==> config.mk <==
export PLATFORM = sky130hd
export DESIGN_NAME = text_fetch
export DESIGN_NICKNAME = d
export VERILOG_FILES = /design/src/vid_pkg.sv /design/src/text_fetch.sv
export VERILOG_INCLUDE_DIRS = /design/src /design/src/src
export SDC_FILE = /design/constraint.sdc
export NUM_CORES = 1
export LEC_CHECK = 0
export BUFFER_PORTS_ARGS = -buffer_cell sky130_fd_sc_hd__buf_2
export CAP_MARGIN = 20
export CORE_MARGIN = 2
export CORE_UTILIZATION = 45
export CTS_BUF_LIST = sky130_fd_sc_hd__clkbuf_4 sky130_fd_sc_hd__clkbuf_8
export DETAILED_ROUTE_END_ITERATION = 12
export HOLD_SLACK_MARGIN = 0.12
export PLACE_DENSITY = 0.74
export SETUP_SLACK_MARGIN = 0.3
export SYNTH_ARGS = -nofsm -noshare
export SYNTH_HDL_FRONTEND = slang
export SYNTH_SLANG_ARGS = --single-unit
==> constraint.sdc <==
create_clock -name clk -period 2.6 [get_ports clk]
set_input_delay 0.26 -clock clk [delete_from_list [all_inputs] [get_ports clk]]
set_output_delay 0.26 -clock clk [all_outputs]
set_load 0.01 [all_outputs]
==> src/vid_consts.svh <==
// screen geometry, memory map and host register numbers, included by the modules that use them
`ifndef VID_CONSTS_SVH
`define VID_CONSTS_SVH

// text cells per line and per column, each cell 8x8 pixels
`define VID_COLS 4
`define VID_ROWS 2

// clocks per scanline and scanlines per frame
`define VID_H_TOTAL 40
`define VID_V_TOTAL 18

// tile map at the bottom, font rows in the top 4K words
`define VID_TILE_BASE 16'h0000
`define VID_FONT_BASE 16'hF000

// host register numbers on bus_reg
`define REG_WR_ADDR 2'd0
`define REG_DATA 2'd1
`define REG_RD_ADDR 2'd2
`define REG_CTRL 2'd3

`endif

==> src/vid_pkg.sv <==
// shared types of the text video subsystem, imported by the interfaces and the RTL modules
package vid_pkg;

    // video memory word address, 64K words
    typedef logic [15:0] addr_t;

    // one memory data word
    typedef logic [15:0] word_t;

    // write enable per nibble, bit 0 is data bits 3..0
    typedef logic [3:0] mask_t;

    // pixel color index
    typedef logic [3:0] color_t;

    // character index from the low byte of a tile word
    // tile word bits 11..8 hold background, bits 15..12 foreground
    typedef logic [7:0] char_t;

    // text_fetch sequence within one 8 clock cell
    typedef enum logic [2:0] {
        IDLE,       // no cell being fetched
        TILE_RD,    // tile word address on the bus
        TILE_WAIT,  // tile word returning
        FONT_RD,    // font row address on the bus
        FONT_WAIT,  // font row returning
        HOLD        // wait for the end of the cell
    } fetch_state_t;

endpackage

==> src/text_fetch.sv <==
// text display engine, scans the screen, fetches tile and font words and shifts out pixels
`timescale 1ns/1ps

`include "vid_consts.svh"

module text_fetch (
    input  logic            clk,
    input  logic            reset,
    input  logic            disp_enable,
    output logic            disp_req,
    output vid_pkg::addr_t  disp_addr,
    input  vid_pkg::word_t  disp_data,
    output logic            pixel_valid,
    output vid_pkg::color_t pixel_color,
    output logic            frame_start
);
    import vid_pkg::*;

    localparam int VIS_W = `VID_COLS * 8;
    localparam int VIS_H = `VID_ROWS * 8;

    logic         run_q;          // counters advancing
    logic [5:0]   h_cnt;
    logic [5:0]   h_nxt;
    logic [4:0]   v_cnt;
    logic [4:0]   v_nxt;
    logic         cell_start_nxt;
    logic         cell_end;
    fetch_state_t state;
    fetch_state_t state_d;
    word_t        tile_q;
    logic [7:0]   font_q;
    logic [7:0]   shift_q;
    color_t       fg_q;
    color_t       bg_q;
    logic [3:0]   pix_left;       // pixels left in the current cell
    char_t        tile_char;
    addr_t        tile_addr;
    addr_t        font_addr;

    always_comb begin
        h_nxt = '0;
        v_nxt = '0;
        if (run_q) begin
            if (h_cnt == 6'(`VID_H_TOTAL - 1)) begin
                v_nxt = (v_cnt == 5'(`VID_V_TOTAL - 1)) ? 5'd0 : v_cnt + 5'd1;
            end else begin
                h_nxt = h_cnt + 6'd1;
                v_nxt = v_cnt;
            end
        end
    end

    assign cell_start_nxt = disp_enable && (h_nxt[2:0] == 3'd0)
                            && (h_nxt < 6'(VIS_W)) && (v_nxt < 5'(VIS_H));
    assign cell_end       = (state == HOLD) && (h_cnt[2:0] == 3'd7);

    always_comb begin
        case (state)
            TILE_RD:   state_d = TILE_WAIT;
            TILE_WAIT: state_d = FONT_RD;
            FONT_RD:   state_d = FONT_WAIT;
            FONT_WAIT: state_d = HOLD;
            HOLD:      state_d = cell_end ? IDLE : HOLD;
            default:   state_d = IDLE;
        endcase
        if (cell_start_nxt) begin
            state_d = TILE_RD;
        end
        if (!disp_enable) begin
            state_d = IDLE;
        end
    end

    always_ff @(posedge clk) begin
        if (reset) begin
            run_q    <= 1'b0;
            h_cnt    <= '0;
            v_cnt    <= '0;
            state    <= IDLE;
            pix_left <= '0;
        end else begin
            run_q <= disp_enable;
            h_cnt <= disp_enable ? h_nxt : 6'd0;  // held at zero when off
            v_cnt <= disp_enable ? v_nxt : 5'd0;
            state <= state_d;
            if (cell_end) begin
                pix_left <= 4'd8;
            end else if (pix_left != 4'd0) begin
                pix_left <= pix_left - 4'd1;
            end
        end
    end

    always_ff @(posedge clk) begin
        if (state == TILE_WAIT) begin
            tile_q <= disp_data;
        end
        if (state == FONT_WAIT) begin
            font_q <= disp_data[7:0];  // high byte unused
        end
        if (cell_end) begin
            shift_q <= font_q;
            fg_q    <= tile_q[15:12];
            bg_q    <= tile_q[11:8];
        end else begin
            shift_q <= {shift_q[6:0], 1'b0};  // bit 7 is the leftmost pixel
        end
    end

    assign tile_char = tile_q[7:0];
    assign tile_addr = `VID_TILE_BASE + addr_t'(v_cnt[4:3]) * addr_t'(`VID_COLS)
                       + addr_t'(h_cnt[5:3]);
    assign font_addr = `VID_FONT_BASE + {5'b0, tile_char, 3'b000} + addr_t'(v_cnt[2:0]);

    assign disp_req  = (state == TILE_RD) || (state == FONT_RD);
    assign disp_addr = (state == FONT_RD) ? font_addr : tile_addr;

    assign pixel_valid = (pix_left != 4'd0);
    assign pixel_color = shift_q[7] ? fg_q : bg_q;
    assign frame_start = run_q && (h_cnt == 6'd0) && (v_cnt == 5'd0);

endmodule

==> results.json <==
{
  "grt_max_degree": 20,
  "netlist_area_um2": 2450,
  "first_pass_iters": 4,
  "core_um2": 5170,
  "die_w_um": 77.8,
  "finClkSkew_ns": 0.00643,
  "grt_pass1_vias": 1615,
  "path_class": "reg2reg",
  "dpl_cell_area_um2": 2690,
  "ctsResizeCount": 0,
  "die_area_um2": 6050,
  "syn_area_per_cell_um2": 11.4,
  "ir_drop_uv": 303,
  "stdcell_area_um2": 3070,
  "yosysUniqueCellTypes": 39,
  "tns_ns": 0,
  "intPower_mw": 1.65,
  "endpoint_kind": "register",
  "clockPowerShare": 0.430,
  "synth-async-reset-ratio": 0,
  "tritoncts": "built",
  "outcome": "finished, final reports clean",
  "slew_viol_final": 0,
  "place.gp.congestion": 0.780,
  "timing.hold.worst.class": "in2reg",
  "cp_data_arrival_time_ns": 2.32,
  "setup_ws_ns": 0.495,
  "multiInputGateArea_um2": 855,
  "routed_wl_um": 4410,
  "start_util": 0.474,
  "setup_viol": 0,
  "antenna_found_initial": 0,
  "yosysWarnings": 0,
  "cts-root-buf": "clkbuf_8",
  "required_ns": 2.82,
  "ys.flop_type": "edfxtp_1",
  "clkTransAtPathRegs_ns": 0.07,
  "layout_min_cycle_time_ns": 2.10,
  "area_growth_pct": 25.4,
  "clock_latency_ns": 0.33,
  "num_io_pins": 42,
  "htreeDepth": 3,
  "combPwrFrac": 0.092,
  "maxCapViolCount": 0,
  "switching_share": 0.237,
  "seqPwrFrac": 0.478,
  "antenna_cells": 0,
  "max_clock_freq_ghz": 0.475,
  "synthDominantCellAreaShare": 0.392,
  "ys_seq_area_frac": 0.613,
  "clock-sinks": 59,
  "clk_path_buf_depth": 2,
  "pre_cts_ws_ns": 0.521,
  "drc": 0,
  "io_buffer_count": 40,
  "post_drt_wl_per_cell_um": 12.7,
  "grt_first_pass_wirelength_um": 7130,
  "rows": 26,
  "max_slew_margin": 0.560,
  "hold_viol_final": 0,
  "syn_inst": 214,
  "fill_cells": 417,
  "syn_nets": 243,
  "hpwlAfterDp_um": 3000,
  "ys_ff_latch": 59,
  "postRouteAntennaNets": 0,
  "synth_edf_count": 32,
  "routed_via_density": 4.91,
  "synth_top_cells_by_count": "nand2_1 (42), edfxtp_1 (32), dfxtp_1 (27)",
  "pwr_density_cell_nw_per_um2": 705,
  "synth_top_area_cell": "edfxtp_1",
  "synth_top_cells_by_area": "edfxtp_1 (39%), dfxtp_1 (22%), nand2_1 (6.4%)",
  "grt_overflow": 0,
  "fin_crit_sh": 0.809,
  "p_leak_nw": 1.31,
  "cp-start-kind": "register",
  "switchingPower_uw": 513,
  "synth.most_common_cell": "nand2_1",
  "hold_ws_ns": 0.175,
  "worst_pin_slew_ns": 0.658,
  "grt_usage": 0.157,
  "crit_path_max_fanout": 7,
  "die_h_um": 77.8,
  "num_vias": 1710,
  "cts_inserted_buffers": 9,
  "final_net_count": 302,
  "seq_area_um2": 1500,
  "layout-drive-gt1-share": 0.241,
  "total_power_mw": 2.17,
  "rsz0062_at_grt": "false",
  "drtIter0Drc": 62
}
## state kept, by name (all words and copies together), names as in the netlist
signal,count
bg_q,4
run_q,1
shift_q,8
h_cnt,6
state,3
font_q,8
v_cnt,5
pix_left,4
fg_q,4
tile_q,16
## area by class of cell
cell class                 instances  area share
sequential                        59       0.489
multi-input combinational        136       0.278
timing repair buffer              57       0.120
clock buffer                       9      0.0403
clock inverter                     7      0.0326
tap                               70      0.0285
inverter                          10      0.0122
## logic make-up after synthesis
| family | count (synthesis) | synth area share |
|---|---|---|
| flops | 59 | 0.613 |
| other cells | 1 | 0.00153 |
| simple gates | 97 | 0.206 |
| compound gates | 15 | 0.0378 |
| fa+ha+maj | 10 | 0.0511 |
| mux | 4 | 0.0184 |
| buf+inv | 19 | 0.0403 |
| xor+xnor | 9 | 0.0322 |
## routing by layer
metal  vias to the layer above  share of wire  track usage
li1                        855              -            -
met1                       785           0.45        0.188
met2                        51           0.46        0.241
met3                        19          0.042       0.0360
met4                         0          0.044        0.123
met5                         -              0            0
## worst paths after layout
kind	to	from	slack (ns)	cells past startpoint
setup reg to reg	state[1]$_SDFF_PP0_	h_cnt[0]$_SDFF_PP0_	0.50	7
setup / recovery	state[1]$_SDFF_PP0_	h_cnt[0]$_SDFF_PP0_	0.50	7
hold / removal	pix_left[3]$_SDFFE_PP0P_	reset	0.18	2
hold reg to reg	bg_q[2]$_DFFE_PN_	tile_q[10]$_DFFE_PP_	0.42	0
## critical path, stage by stage, from the launching register on
cell and delay [ns]:
dfxtp_1 0.42, ha_1 0.27, ha_1 0.29, or4b_1 0.52, a21oi_1 0.12, or3_1 0.13
a41o_1 0.20, nor3_2 0.05
## power groups by stage
| stage | Clock, mW | Combinational (mW) | Sequential (mW) |
|---|---|---|---|
| 4_1_cts | 0.950 | 0.202 | 1.03 |
| 2_1_floorplan | 0 | 0.130 | 1.05 |
| 6_report | 0.931 | 0.200 | 1.03 |
| 3_5_place_dp | 0 | 0.180 | 1.05 |
| 3_3_place_gp | 0 | 0.176 | 1.05 |
| 5_1_grt | 0.988 | 0.225 | 1.04 |
## through the flow
step                      cells  utilization
after floorplan             214            -
after global placement      316        0.520
after detailed placement    316        0.520
after CTS                   348        0.594
after global routing        348        0.594
final                       348        0.594
## cell usage in the layout, fill, tap and decap left out, types with 3 or more instances in the layout
cell           netlist  layout
a21oi_1              8       8
and2_1               7       7
and3_1               3       3
buf_2                1      40
clkbuf_8             0       9
clkinvlp_4           0       3
dfxtp_1             27      27
dlygate4sd3_1        0      16
edfxtp_1            32      32
ha_1                10      10
inv_1               10      10
mux2_2               4       4
nand2_1             42      42
nand3_1              5       5
nand4_1              3       3
nor2_1              15      15
nor2b_1              3       3
nor3_1               3       3
or3_1                3       3
xor2_1               7       7
## what timing repair did
action | CTS | global route
endpoints found under the hold margin | 24 | 0
hold buffers | 16 | 0
buffers inserted | 0 | 0
(Power assumes the default switching activity.)
