<file path="config.mk">
export PLATFORM = sky130hd
export DESIGN_NAME = vram_arb_flat
export DESIGN_NICKNAME = d
export VERILOG_FILES = /design/src/vid_consts.svh /design/src/vid_pkg.sv /design/src/vram_ifs.sv /design/src/vram_arb.sv /design/src/flat_wrapper.sv
export SDC_FILE = /design/constraint.sdc
export NUM_CORES = 1
export LEC_CHECK = 0
export BUFFER_PORTS_ARGS = -buffer_cell sky130_fd_sc_hd__buf_2
export CORE_MARGIN = 4
export CORE_UTILIZATION = 23
export DETAILED_ROUTE_END_ITERATION = 8
export PLACE_DENSITY = 0.81
export RECOVER_POWER = 50
export SYNTH_ARGS = -nofsm -noshare
export SYNTH_HDL_FRONTEND = slang
export SYNTH_SLANG_ARGS = --single-unit
</file>
<file path="constraint.sdc">
create_clock -name clk -period 1 [get_ports clk]
set_input_delay 0.1 -clock clk [delete_from_list [all_inputs] [get_ports clk]]
set_output_delay 0.1 -clock clk [all_outputs]
set_load 0.1 [all_outputs]
</file>
<file path="src/vid_consts.svh">
// screen geometry, memory map and host register numbers, included by the modules that use them
`ifndef VID_CONSTS_SVH
`define VID_CONSTS_SVH

// text cells per line and per column, each cell 8x8 pixels
`define VID_COLS 4
`define VID_ROWS 2

// clocks per scanline and scanlines per frame
`define VID_H_TOTAL 40
`define VID_V_TOTAL 18

// tile map at the bottom, font rows in the top 4K words
`define VID_TILE_BASE 16'h0000
`define VID_FONT_BASE 16'hF000

// host register numbers on bus_reg
`define REG_WR_ADDR 2'd0
`define REG_DATA 2'd1
`define REG_RD_ADDR 2'd2
`define REG_CTRL 2'd3

`endif

</file>
<file path="src/vid_pkg.sv">
// shared types of the text video subsystem, imported by the interfaces and the RTL modules
package vid_pkg;

    // video memory word address, 64K words
    typedef logic [15:0] addr_t;

    // one memory data word
    typedef logic [15:0] word_t;

    // write enable per nibble, bit 0 is data bits 3..0
    typedef logic [3:0] mask_t;

    // pixel color index
    typedef logic [3:0] color_t;

    // character index from the low byte of a tile word
    // tile word bits 11..8 hold background, bits 15..12 foreground
    typedef logic [7:0] char_t;

    // text_fetch sequence within one 8 clock cell
    typedef enum logic [2:0] {
        IDLE,       // no cell being fetched
        TILE_RD,    // tile word address on the bus
        TILE_WAIT,  // tile word returning
        FONT_RD,    // font row address on the bus
        FONT_WAIT,  // font row returning
        HOLD        // wait for the end of the cell
    } fetch_state_t;

endpackage

</file>
<file path="src/vram_ifs.sv">
// memory bus and host request interfaces, instantiated in the top level and passed to the RTL
`timescale 1ns/1ps

interface vram_bus_if;
    import vid_pkg::*;

    logic  sel;        // access this cycle
    logic  wr_en;
    mask_t wr_mask;
    addr_t address;
    word_t data_in;
    word_t data_out;   // valid the cycle after sel

    modport initiator (output sel, wr_en, wr_mask, address, data_in, input data_out);
    modport target (input sel, wr_en, wr_mask, address, data_in, output data_out);
endinterface

interface host_port_if;
    import vid_pkg::*;

    logic  req;    // held until ack
    logic  wr;
    mask_t mask;
    addr_t addr;
    word_t wdata;
    logic  ack;    // pulse when the access goes to memory
    word_t rdata;  // valid the cycle after ack of a read

    modport requester (output req, wr, mask, addr, wdata, input ack, rdata);
    modport arbiter (input req, wr, mask, addr, wdata, output ack, rdata);
endinterface

</file>
<file path="src/vram_arb.sv">
// single port arbiter, display fetches always win and the host gets the remaining cycles
`timescale 1ns/1ps

module vram_arb (
    input  logic            clk,
    input  logic            reset,
    host_port_if.arbiter    host,
    input  logic            disp_req,
    input  vid_pkg::addr_t  disp_addr,
    output vid_pkg::word_t  disp_data,
    vram_bus_if.initiator   mem
);
    import vid_pkg::*;

    logic host_grant;
    logic disp_owner;   // data_out this cycle answers the display
    logic host_owner;   // data_out this cycle answers a host read

    // display strobe is never refused
    assign host_grant = host.req && !disp_req;
    assign host.ack   = host_grant;

    assign mem.sel     = disp_req || host.req;
    assign mem.wr_en   = host_grant && host.wr;  // display only reads
    assign mem.wr_mask = disp_req ? mask_t'(0) : host.mask;
    assign mem.address = disp_req ? disp_addr : host.addr;
    assign mem.data_in = disp_req ? word_t'(0) : host.wdata;

    always_ff @(posedge clk) begin
        if (reset) begin
            disp_owner <= 1'b0;
            host_owner <= 1'b0;
        end else begin
            disp_owner <= disp_req;
            host_owner <= host_grant && !host.wr;
        end
    end

    // steer the returning word to its owner
    assign disp_data  = disp_owner ? mem.data_out : word_t'(0);
    assign host.rdata = host_owner ? mem.data_out : word_t'(0);

endmodule

</file>
<file path="src/flat_wrapper.sv">
// flat-port wrapper written by rule: the top's interface ports become plain ports
module vram_arb_flat import vid_pkg::*;
  (clk, reset, disp_req, disp_addr, disp_data, host_req, host_wr, host_mask, host_addr, host_wdata, host_ack, host_rdata, mem_sel, mem_wr_en, mem_wr_mask, mem_address, mem_data_in, mem_data_out);
  host_port_if host_i ();
  vram_bus_if mem_i ();
  input  logic clk;
  input  logic reset;
  input  logic disp_req;
  input  vid_pkg::addr_t disp_addr;
  output vid_pkg::word_t disp_data;
  input wire logic [$bits(host_i.req)-1:0] host_req;
  input wire logic [$bits(host_i.wr)-1:0] host_wr;
  input wire logic [$bits(host_i.mask)-1:0] host_mask;
  input wire logic [$bits(host_i.addr)-1:0] host_addr;
  input wire logic [$bits(host_i.wdata)-1:0] host_wdata;
  output wire logic [$bits(host_i.ack)-1:0] host_ack;
  output wire logic [$bits(host_i.rdata)-1:0] host_rdata;
  output wire logic [$bits(mem_i.sel)-1:0] mem_sel;
  output wire logic [$bits(mem_i.wr_en)-1:0] mem_wr_en;
  output wire logic [$bits(mem_i.wr_mask)-1:0] mem_wr_mask;
  output wire logic [$bits(mem_i.address)-1:0] mem_address;
  output wire logic [$bits(mem_i.data_in)-1:0] mem_data_in;
  input wire logic [$bits(mem_i.data_out)-1:0] mem_data_out;
  assign host_i.req = host_req;
  assign host_i.wr = host_wr;
  assign host_i.mask = host_mask;
  assign host_i.addr = host_addr;
  assign host_i.wdata = host_wdata;
  assign host_ack = host_i.ack;
  assign host_rdata = host_i.rdata;
  assign mem_sel = mem_i.sel;
  assign mem_wr_en = mem_i.wr_en;
  assign mem_wr_mask = mem_i.wr_mask;
  assign mem_address = mem_i.address;
  assign mem_data_in = mem_i.data_in;
  assign mem_i.data_out = mem_data_out;
  vram_arb u_core (.clk(clk), .reset(reset), .host(host_i), .disp_req(disp_req), .disp_addr(disp_addr), .disp_data(disp_data), .mem(mem_i));
endmodule
</file>
==> out/summary.txt, run 1 <==
Main combinational cell family by area after synthesis = simple AND/OR/NAND/NOR gates
# IOs = 144
Multiplexer share of the synthesized area = 0.2869
Synth Area in XOR/XNOR = 0
Status = aborted with a tool error
#FFs+latches synth = 2
Gpl congestion = 0.7621
Post-synth top area share = 0.3187
Fraction of registers with async set or reset after synthesis = 0
Post-synthesis cell area = 628.1 um^2
Adder-Cell Fraction of Synth Area = 0
Post-synthesis cell count = 81
Main synth FF type = dfxtp_1
Average size of a mapped cell = 7.754 um^2
Leading area contributor after synthesis = and2_1
Starting Density = 0.2468
Most frequent cells after synthesis = and2_1, nor2b_1, mux2_2
Number of port buffers = 143
YS warnings = 0
Top-count cell post-synth = and2_1
Run Error = [ERROR DPL-0038] Utilization greater than 100%, impossible to legalize
Post-synthesis compound-gate area fraction = 0
Syn Nets = 154
Die width = 60.26 um
Synth unique cells = 10
EDFF count, synth = 0
Last stage reached = 3_5_place_dp
Simple-gate area share of the yosys netlist = 0.5857
Chip height = 60.26 um
Top cells by area, synth = and2_1, mux2_2, nor2b_1, dfxtp_1, buf_6
Sequential area share after synthesis = 0.06375
FP Rows = 18
[logic make-up after synthesis]
kind of cell	Yosys count
simple gates	57
mux	16
buf+inv	6
flops	2
[metrics by stage]
stage	hold slack, ns	setup TNS [ns]
after global placement	0.2864	-0.2388
after floorplan	0.1716	-4.345
==> run 2, diff against run 1 <==
Settings changed: CORE_AREA set to 4 4 65 67, CORE_MARGIN 4 to not set, CORE_UTILIZATION 23 to not set, DIE_AREA set to 0 0 69 71, PLACE_DENSITY 0.81 to not set, PLACE_DENSITY_LB_ADDON set to 0.15.
==> out/summary.txt, run 2 <==
Status = complete, but fails checks
Failing checks = setup timing
Clock root buffer = clkbuf_8
CTS tree = built
Hpwl dp = 3764 um
Crit path max-delay family = flip-flops
CP bufs+invs = 2
Overall routing resource usage = 0.1748
Layout area overhead = 348.2%
Average size of a mapped cell = 7.754 um^2
Hold/Removal Path Class = in2reg
Maxcap violations = 0
Area post-placement = 2689 um^2
Filler cells = 234
RSZ-0062 raised after global routing = true
FP Rows = 22
Seq pwr share = 0.035
Most frequent cells after synthesis = and2_1, nor2b_1, mux2_2
First-pass GRT wire length = 6927 um
Setup crit start kind = flop
# IOs = 144
Post-layout nets = 308
Power Total = 2.475 mW
Post-synthesis cell area = 628.1 um^2
Worst-path cell chain = buf_12 -> and2_4 -> buf_12
Max incr delay on CP = 0.37 ns
Setup-failing EPs final = 32
Main synth FF type = dfxtp_1
Post-synth top area share = 0.3187
Commonest non-fill, non-tap cell in the layout = buf_2
Number of port buffers = 143
Most frequent cells in the layout = buf_2, buf_12, and2_4
Cell Int Power = 1.130 mW
Clock tree buffer depth = 2
Die width = 69 um
Initial antenna violation count = 0
Leading area contributor after synthesis = and2_1
Vias in the first global route = 1,389
Post-route clock period utilization = 1.118
Routed length per instance = 15.37 um
Worst-path fanout max = 8
DRT Pass-1 Iters = 3
N_diodes = 0
YS warnings = 0
Crit path launch = u_core.disp_owner
Slowest library cell on the worst path = dfxtp_4
Grt total ovfl = 0
Area of the core = 3633 um^2
Max rail drop VDD = 545.7 uV
Largest net degree at the start of global routing = 13
Cell area after layout = 2815 um^2
Post-layout minimum cycle time = 1.118 ns
P_sw = 1.344 mW
Crit end category = output pin
CTS Buf Count = 3
Drt total wl = 4318 um
Crit path required time = 0.90 ns
Leakage power total = 1.380 nW
Die Area = 4899 um^2
DRT iter0 DRCs = 12
Sw Ratio = 0.5433
Fmax = 894.5 MHz
Post-synthesis cell count = 81
DR vias = 1,188
Kind of critical path = reg2out
Hold Crit Start = reset
#FFs+latches synth = 2
Fraction of registers with async set or reset after synthesis = 0
Post-route ant nets = 0
CP arrival = 1.02 ns
Vias/cell = 4.228
Worst-path clk slew = 0.03 ns
Chip height = 71 um
Slew Limit Fails = 0
Layout cells sized above 1 = 0.9914
Hold Vio Cnt, Final = 0
Hold WS = 0.05818 ns
EDFF count, synth = 0
Pre-CTS WS = -0.04326 ns
Clock power share = 0.124
Top cells by area, synth = and2_1, mux2_2, nor2b_1, dfxtp_1, buf_6
Headroom to the max-slew limit = 0.7943
Post-CTS Hold Fix Bufs = 0
Worst-Margin Slew = 0.3103 ns
Remaining DRCs = 0
Top-count cell post-synth = and2_1
H-tree lvl count = 1
Synth unique cells = 10
Power per cell area = 879.0 nW/um^2
Combinational share of power = 0.841
Top Registers = u_core.disp_owner (1), u_core.host_owner (1)
Gpl congestion = 0.7595
Sequential area share after synthesis = 0.06375
Starting Density = 0.1729
CP dominant cell by count = buf_12
Syn Nets = 154
Final setup margin = -0.1179 ns
CTS Sinks = 2
## run 2: kinds of logic after synthesis
| family | count (synthesis) | share of synthesized area |
|---|---|---|
| buf+inv | 6 | 0.06375 |
| flops | 2 | 0.06375 |
| mux | 16 | 0.2868 |
| simple gates | 57 | 0.5857 |
## run 2: layer usage
metal / vias up / part of all wire / track usage
met5: - / 0 / 0
met4: 0 / 0.013 / 0.04772
met3: 4 / 0.12 / 0.07102
met2: 94 / 0.57 / 0.3549
met1: 525 / 0.30 / 0.1573
li1: 565 / - / -
## run 2: timing repair
action                                  in CTS  in global routing
gates cloned                                 3                  0
pin swaps                                    6                  0
endpoints found under the setup margin      61                 35
setup buffers                                1                  0
gates resized for setup                     41                  4
## run 2: area by class of cell
type / instances / area, um^2 / area share
Timing Repair Buffer: 155 / 1889 / 0.6711
Multi-Input combinational cell: 73 / 777.0 / 0.2760
Tap cell: 48 / 60.06 / 0.02133
Sequential cell: 2 / 47.55 / 0.01689
Clock buffer: 3 / 41.29 / 0.01467
## run 2: path summary, 6_finish.rpt
path,cells past startpoint,slack [ns],end
setup / recovery,3,-0.12,disp_data[0]
hold / removal,2,0.06,u_core.disp_owner
## run 2: power groups by stage
stage	sequential [mW]	combinational, mW	clock [mW]
after global placement	0.0875	2.04	0
after global routing	0.0874	2.14	0.330
final	0.0870	2.08	0.307
after detailed placement	0.0878	2.06	0
after floorplan	0.0875	1.22	0
after CTS	0.0873	2.15	0.317
## run 2: per-stage QoR
step,utilization,TNS (ns),instances
floorplan,-,-4.345,81
global placement,0.7400,-0.2193,274
detailed placement,0.7400,-0.5104,274
CTS,0.8048,-3.659,281
global route,0.7748,-4.297,281
finish,0.7748,-3.380,281
No activity file was read; power rests on OpenSTA's default activity.
